[src/fftPkg.sv]
package fftPkg;

  // fixed transform geometry
  localparam int LANES = 4;
  localparam int POINTS = 16;

  // one real or imaginary sample, signed fixed point
  typedef logic signed [15:0] sampleT;

  // twiddle component, fraction bits set by the twiddleFrac parameter
  typedef logic signed [15:0] twiddleT;

  typedef struct packed {
    sampleT re;
    sampleT im;
  } complexT;

  typedef struct packed {
    twiddleT re;
    twiddleT im;
  } twiddleCplxT;

  // one lane's four operands or results
  typedef complexT [3:0] laneVecT;

  // whole frame, indexed by sample number
  typedef complexT [POINTS-1:0] frameT;

  // rotations for lane elements 1 to 3, entry 0 belongs to element 1
  typedef twiddleCplxT [2:0] laneTwiddleT;

  typedef laneTwiddleT [LANES-1:0] twiddleSetT;

  typedef enum logic [2:0] {
    IDLE,
    STAGE1,
    XPOSE,
    STAGE2,
    UNLOAD
  } seqStateT;

  // routing command to the shuffler
  typedef enum logic [1:0] {
    OP_NONE,
    OP_LOAD,
    OP_XPOSE,
    OP_UNLOAD
  } shuffleOpT;

endpackage

[src/stageSequencer.sv]
`timescale 1ns/1ps

module stageSequencer import fftPkg::*; (
  input  logic      clk,
  input  logic      rst,
  input  logic      start,
  input  logic      laneOutValid,
  output shuffleOpT shuffleOp,
  output logic      laneValid,
  output logic      rotate,
  output logic      done
);

  seqStateT state;
  seqStateT nextState;

  always_comb begin
    nextState = state;
    shuffleOp = OP_NONE;
    case (state)
      IDLE: begin
        if (start) begin
          nextState = STAGE1;
          shuffleOp = OP_LOAD;
        end
      end
      STAGE1: begin
        if (laneOutValid) begin
          nextState = XPOSE;
          shuffleOp = OP_XPOSE;
        end
      end
      // stage two operands are in flight
      XPOSE: nextState = STAGE2;
      STAGE2: begin
        if (laneOutValid) begin
          nextState = UNLOAD;
          shuffleOp = OP_UNLOAD;
        end
      end
      UNLOAD: nextState = IDLE;
      default: nextState = IDLE;
    endcase
  end

  always_ff @(posedge clk or negedge rst) begin
    if (!rst) begin
      state <= IDLE;
      laneValid <= 1'b0;
      rotate <= 1'b0;
      done <= 1'b0;
    end else begin
      state <= nextState;
      // issue a stage right after its operands are routed
      laneValid <= (shuffleOp == OP_LOAD) || (shuffleOp == OP_XPOSE);
      // only stage one is rotated
      rotate <= (shuffleOp == OP_LOAD);
      done <= (shuffleOp == OP_UNLOAD);
    end
  end

endmodule

[config.mk]
export PLATFORM = sky130hd
export DESIGN_NAME = stageSequencer
export DESIGN_NICKNAME = d
export VERILOG_FILES = /design/src/fftPkg.sv /design/src/stageSequencer.sv
export SDC_FILE = /design/constraint.sdc
export NUM_CORES = 1
export LEC_CHECK = 0
export BUFFER_PORTS_ARGS = -buffer_cell sky130_fd_sc_hd__clkbuf_2
export CORE_AREA = 2 2 39 41
export CTS_CLUSTER_DIAMETER = 100
export DETAILED_ROUTE_END_ITERATION = 8
export DIE_AREA = 0 0 41 43
export PLACE_DENSITY = 0.44
export RECOVER_POWER = 25
export SETUP_SLACK_MARGIN = 0.02
export SLEW_MARGIN = 15
export SYNTH_ARGS = -nofsm -noshare
export SYNTH_HDL_FRONTEND = slang
export SYNTH_SLANG_ARGS = --single-unit
[constraint.sdc]
create_clock -name clk -period 2.25 [get_ports clk]
set_input_delay 0 -clock clk [delete_from_list [all_inputs] [get_ports clk]]
set_output_delay 0 -clock clk [all_outputs]
set_load 0.05 [all_outputs]
==> results.py <==
metrics = {
    "outcome": {
        "status": "finished, final reports clean",
    },
    "synthesis": {
        "synth_top_area_share_pct": 60.00,
        "yosysTopAreaCell": "dfrtp_1",
        "yosysSeqAreaShare_pct": 60.00,
        "synth_nets": 27,
        "yosysWarningCount": 0,
        "ys_top_cells_by_area": "dfrtp_1, ha_1, nand2b_1",
        "synthesis.area_um2": 250.2,
        "yosys.cell_types.count": 12,
        "syn_area_per_cell_um2": 11.92,
        "synthCells": 21,
        "ys_seq_elements": 6,
    },
    "pwr": {
        "peakVddDrop_uv": 319.9,
        "p_leak_uw": 0.0001747,
        "powerDensity_nw_per_um2": 1535,
    },
    "setup_path": {
        "cp.required_ns": 2.25,
        "cp.arrival_ns": 1.65,
        "crit_path_cell_trace": "or4b_1 > o21ai_1 > clkbuf_2",
        "start_kind": "flop",
        "cp_max_fo": 6,
        "endpoint_kind": "primary output",
        "path_class": "reg2out",
        "crit_path_top_delay_cell": "or4b_1",
        "cpPeakStageDelay_ns": 0.52,
    },
    "placed_design": {
        "hpwlAfterDp_um": 409,
        "place_area_um2": 310.3,
        "dp_cells": 45,
        "gp_congestion": 0.7012,
        "port-buffer-count": 8,
    },
    "drt": {
        "ant_nets": 0,
        "routed_via_density": 3.939,
        "routed_wl_um": 512,
        "drtPass1Iterations": 3,
        "wl_per_cell_um": 10.45,
        "num_vias": 193,
        "drt_iter0_drc": 3,
        "drcViolationCount": 0,
    },
    "timing": {
        "slew_viol_final": 0,
        "period_needed_ns": 1.648,
        "finalSetupTns_ns": 0,
        "finalCritPeriodShare_pct": 73.23,
        "maxSlewHeadroom_pct": 77.58,
        "max_slew.worst_pin.slew_ns": 0.3363,
        "skew_ns": 0.005394,
        "fmaxAchievable_ghz": 0.6069,
        "setup_viol": 0,
        "finalHoldViolCount": 0,
        "rsz0062_at_grt": "no",
    },
    "global_routing": {
        "grt_overflow": 0,
        "grt.busiest_layer": "met2",
        "grtUsageMet2_pct": 9.375,
        "grt_util_met1_pct": 6.472,
        "antenna_found_initial": 0,
        "grtUsageMet3_pct": 3.141,
        "globalRouteTotalUtil_pct": 6.841,
        "grt_max_degree": 7,
        "grt_pass1_vias": 191,
        "grt_pass1_wl_um": 724,
    },
    "layout": {
        "diodes": 0,
        "drive_gt1_share_pct": 30.30,
        "nFillCells": 151,
        "final_area_um2": 341.6,
        "fin_cells": 49,
        "syn_to_final_growth_pct": 36.50,
        "final_nets": 41,
    },
    "clock_network": {
        "clk_pin_slew_ns": 0.05,
        "cts_root_buf": "clkbuf_4",
        "clock_sinks": 6,
        "clock_path_buffers": 2,
        "cts_max_level": 1,
        "clock_latency_ns": 0.24,
        "numCtsBuffers": 3,
        "post_cts_buffers": 0,
        "cts_tree": "built",
    },
    "floorplan": {
        "die_h_um": 43,
        "die_w_um": 41,
        "io_pins": 9,
        "die_area_um2": 1763,
        "row_count": 14,
        "initial_utilization_pct": 18.08,
        "core-area_um2": 1384,
    },
    "run": {
        "max_cap_viol_count": 0,
    },
    "min_path": {
        "hp-class": "in2reg",
    },
}
-- cell usage after synthesis, drive strengths merged --
library cell and count:
nand2 1, or4b 1, inv 1, nor3 2
ha 2, nand2b 2, dfrtp 6, o21ai 2
nor2 2, and2 1, nand4bb 1
-- report_power, final --
| part | internal (uW) | total [uW] | switching (uW) | leakage (uW) |
|---|---|---|---|---|
| Combinational | 62.9 | 246 | 183 | 0.0000842 |
| Sequential | 150 | 177 | 27.4 | 0.0000767 |
| Clock | 60.5 | 101 | 40.4 | 0.0000138 |
-- stage by stage --
stage	power (uW)	worst slack, ns	hold WS (ns)	util (%)
detailed placement	429.0	0.7842	-0.1620	22.42
floorplan	366.5	0.3246	-0.2956	-
global route	564.3	0.5390	0.07211	24.68
CTS	536.2	0.5899	0.03795	24.77
global placement	425.8	0.8169	-0.1644	22.42
finish	524.4	0.6023	0.04830	24.68
-- critical path: cells and delay by family, from the launching register on --
kind,cells,cell delay [ns]
AOI/OAI and AO/OA,1,0.15
buffers and inverters,1,0.33
DFF,1,0.41
and+or+nand+nor,1,0.52
-- layout by cell type, fill, tap and decap left out, drive strengths merged --
| master | n |
|---|---|
| clkbuf | 11 |
| dfrtp | 6 |
| nor2 | 2 |
| nand2b | 2 |
| o21ai | 2 |
| nor3 | 2 |
| ha | 2 |
| nand2 | 1 |
| or4b | 1 |
| inv | 1 |
| and2 | 1 |
| nand4bb | 1 |
| dlygate4sd3 | 1 |
-- timing repair --
item                                   4_1_cts  5_1_grt
hold buffers                                 1        0
resized for setup                            0        0
endpoints found under the hold margin        6        0
-- path summary, 6_finish.rpt --
path | start | end | slack (ns) | cells past startpoint
worst max-delay path | state[2] | shuffleOp[0] | 0.60 | 3
worst min-delay path | start | state[0] | 0.05 | 3
worst max register to register | state[2] | laneValid | 0.78 | 4
worst min register to register | state[2] | state[0] | 0.51 | 1
max in group asynchronous | rst | state[2] | 1.84 | 2
min in group asynchronous | rst | rotate | 0.16 | 2
-- cells by family after synthesis --
group / synth area share [%]
simple gates: 24.50
flops: 60.00
compound gates: 3.996
fa+ha+maj: 9.998
buf+inv: 1.499
-- flip-flops by register name, summed over array words and instances (netlist names) --
name,count
done,1
rotate,1
state,3
laneValid,1
-- layout make-up --
class                      instances  area [um2]  share of cell area (%)
sequential                         6       150.1                   43.96
tap                               16       20.02                   5.861
inverter                           1       3.754                   1.099
multi-input combinational         14       96.34                   28.21
clock buffer                       3       22.52                   6.593
timing repair buffer               9       48.80                   14.29
-- layer usage --
layer	wire length, um	part of all wire, %
met3	59	12
met4	8	1.6
met2	225	44
met1	219	43
met5	0	0
Power figures use the tool's default switching activity.
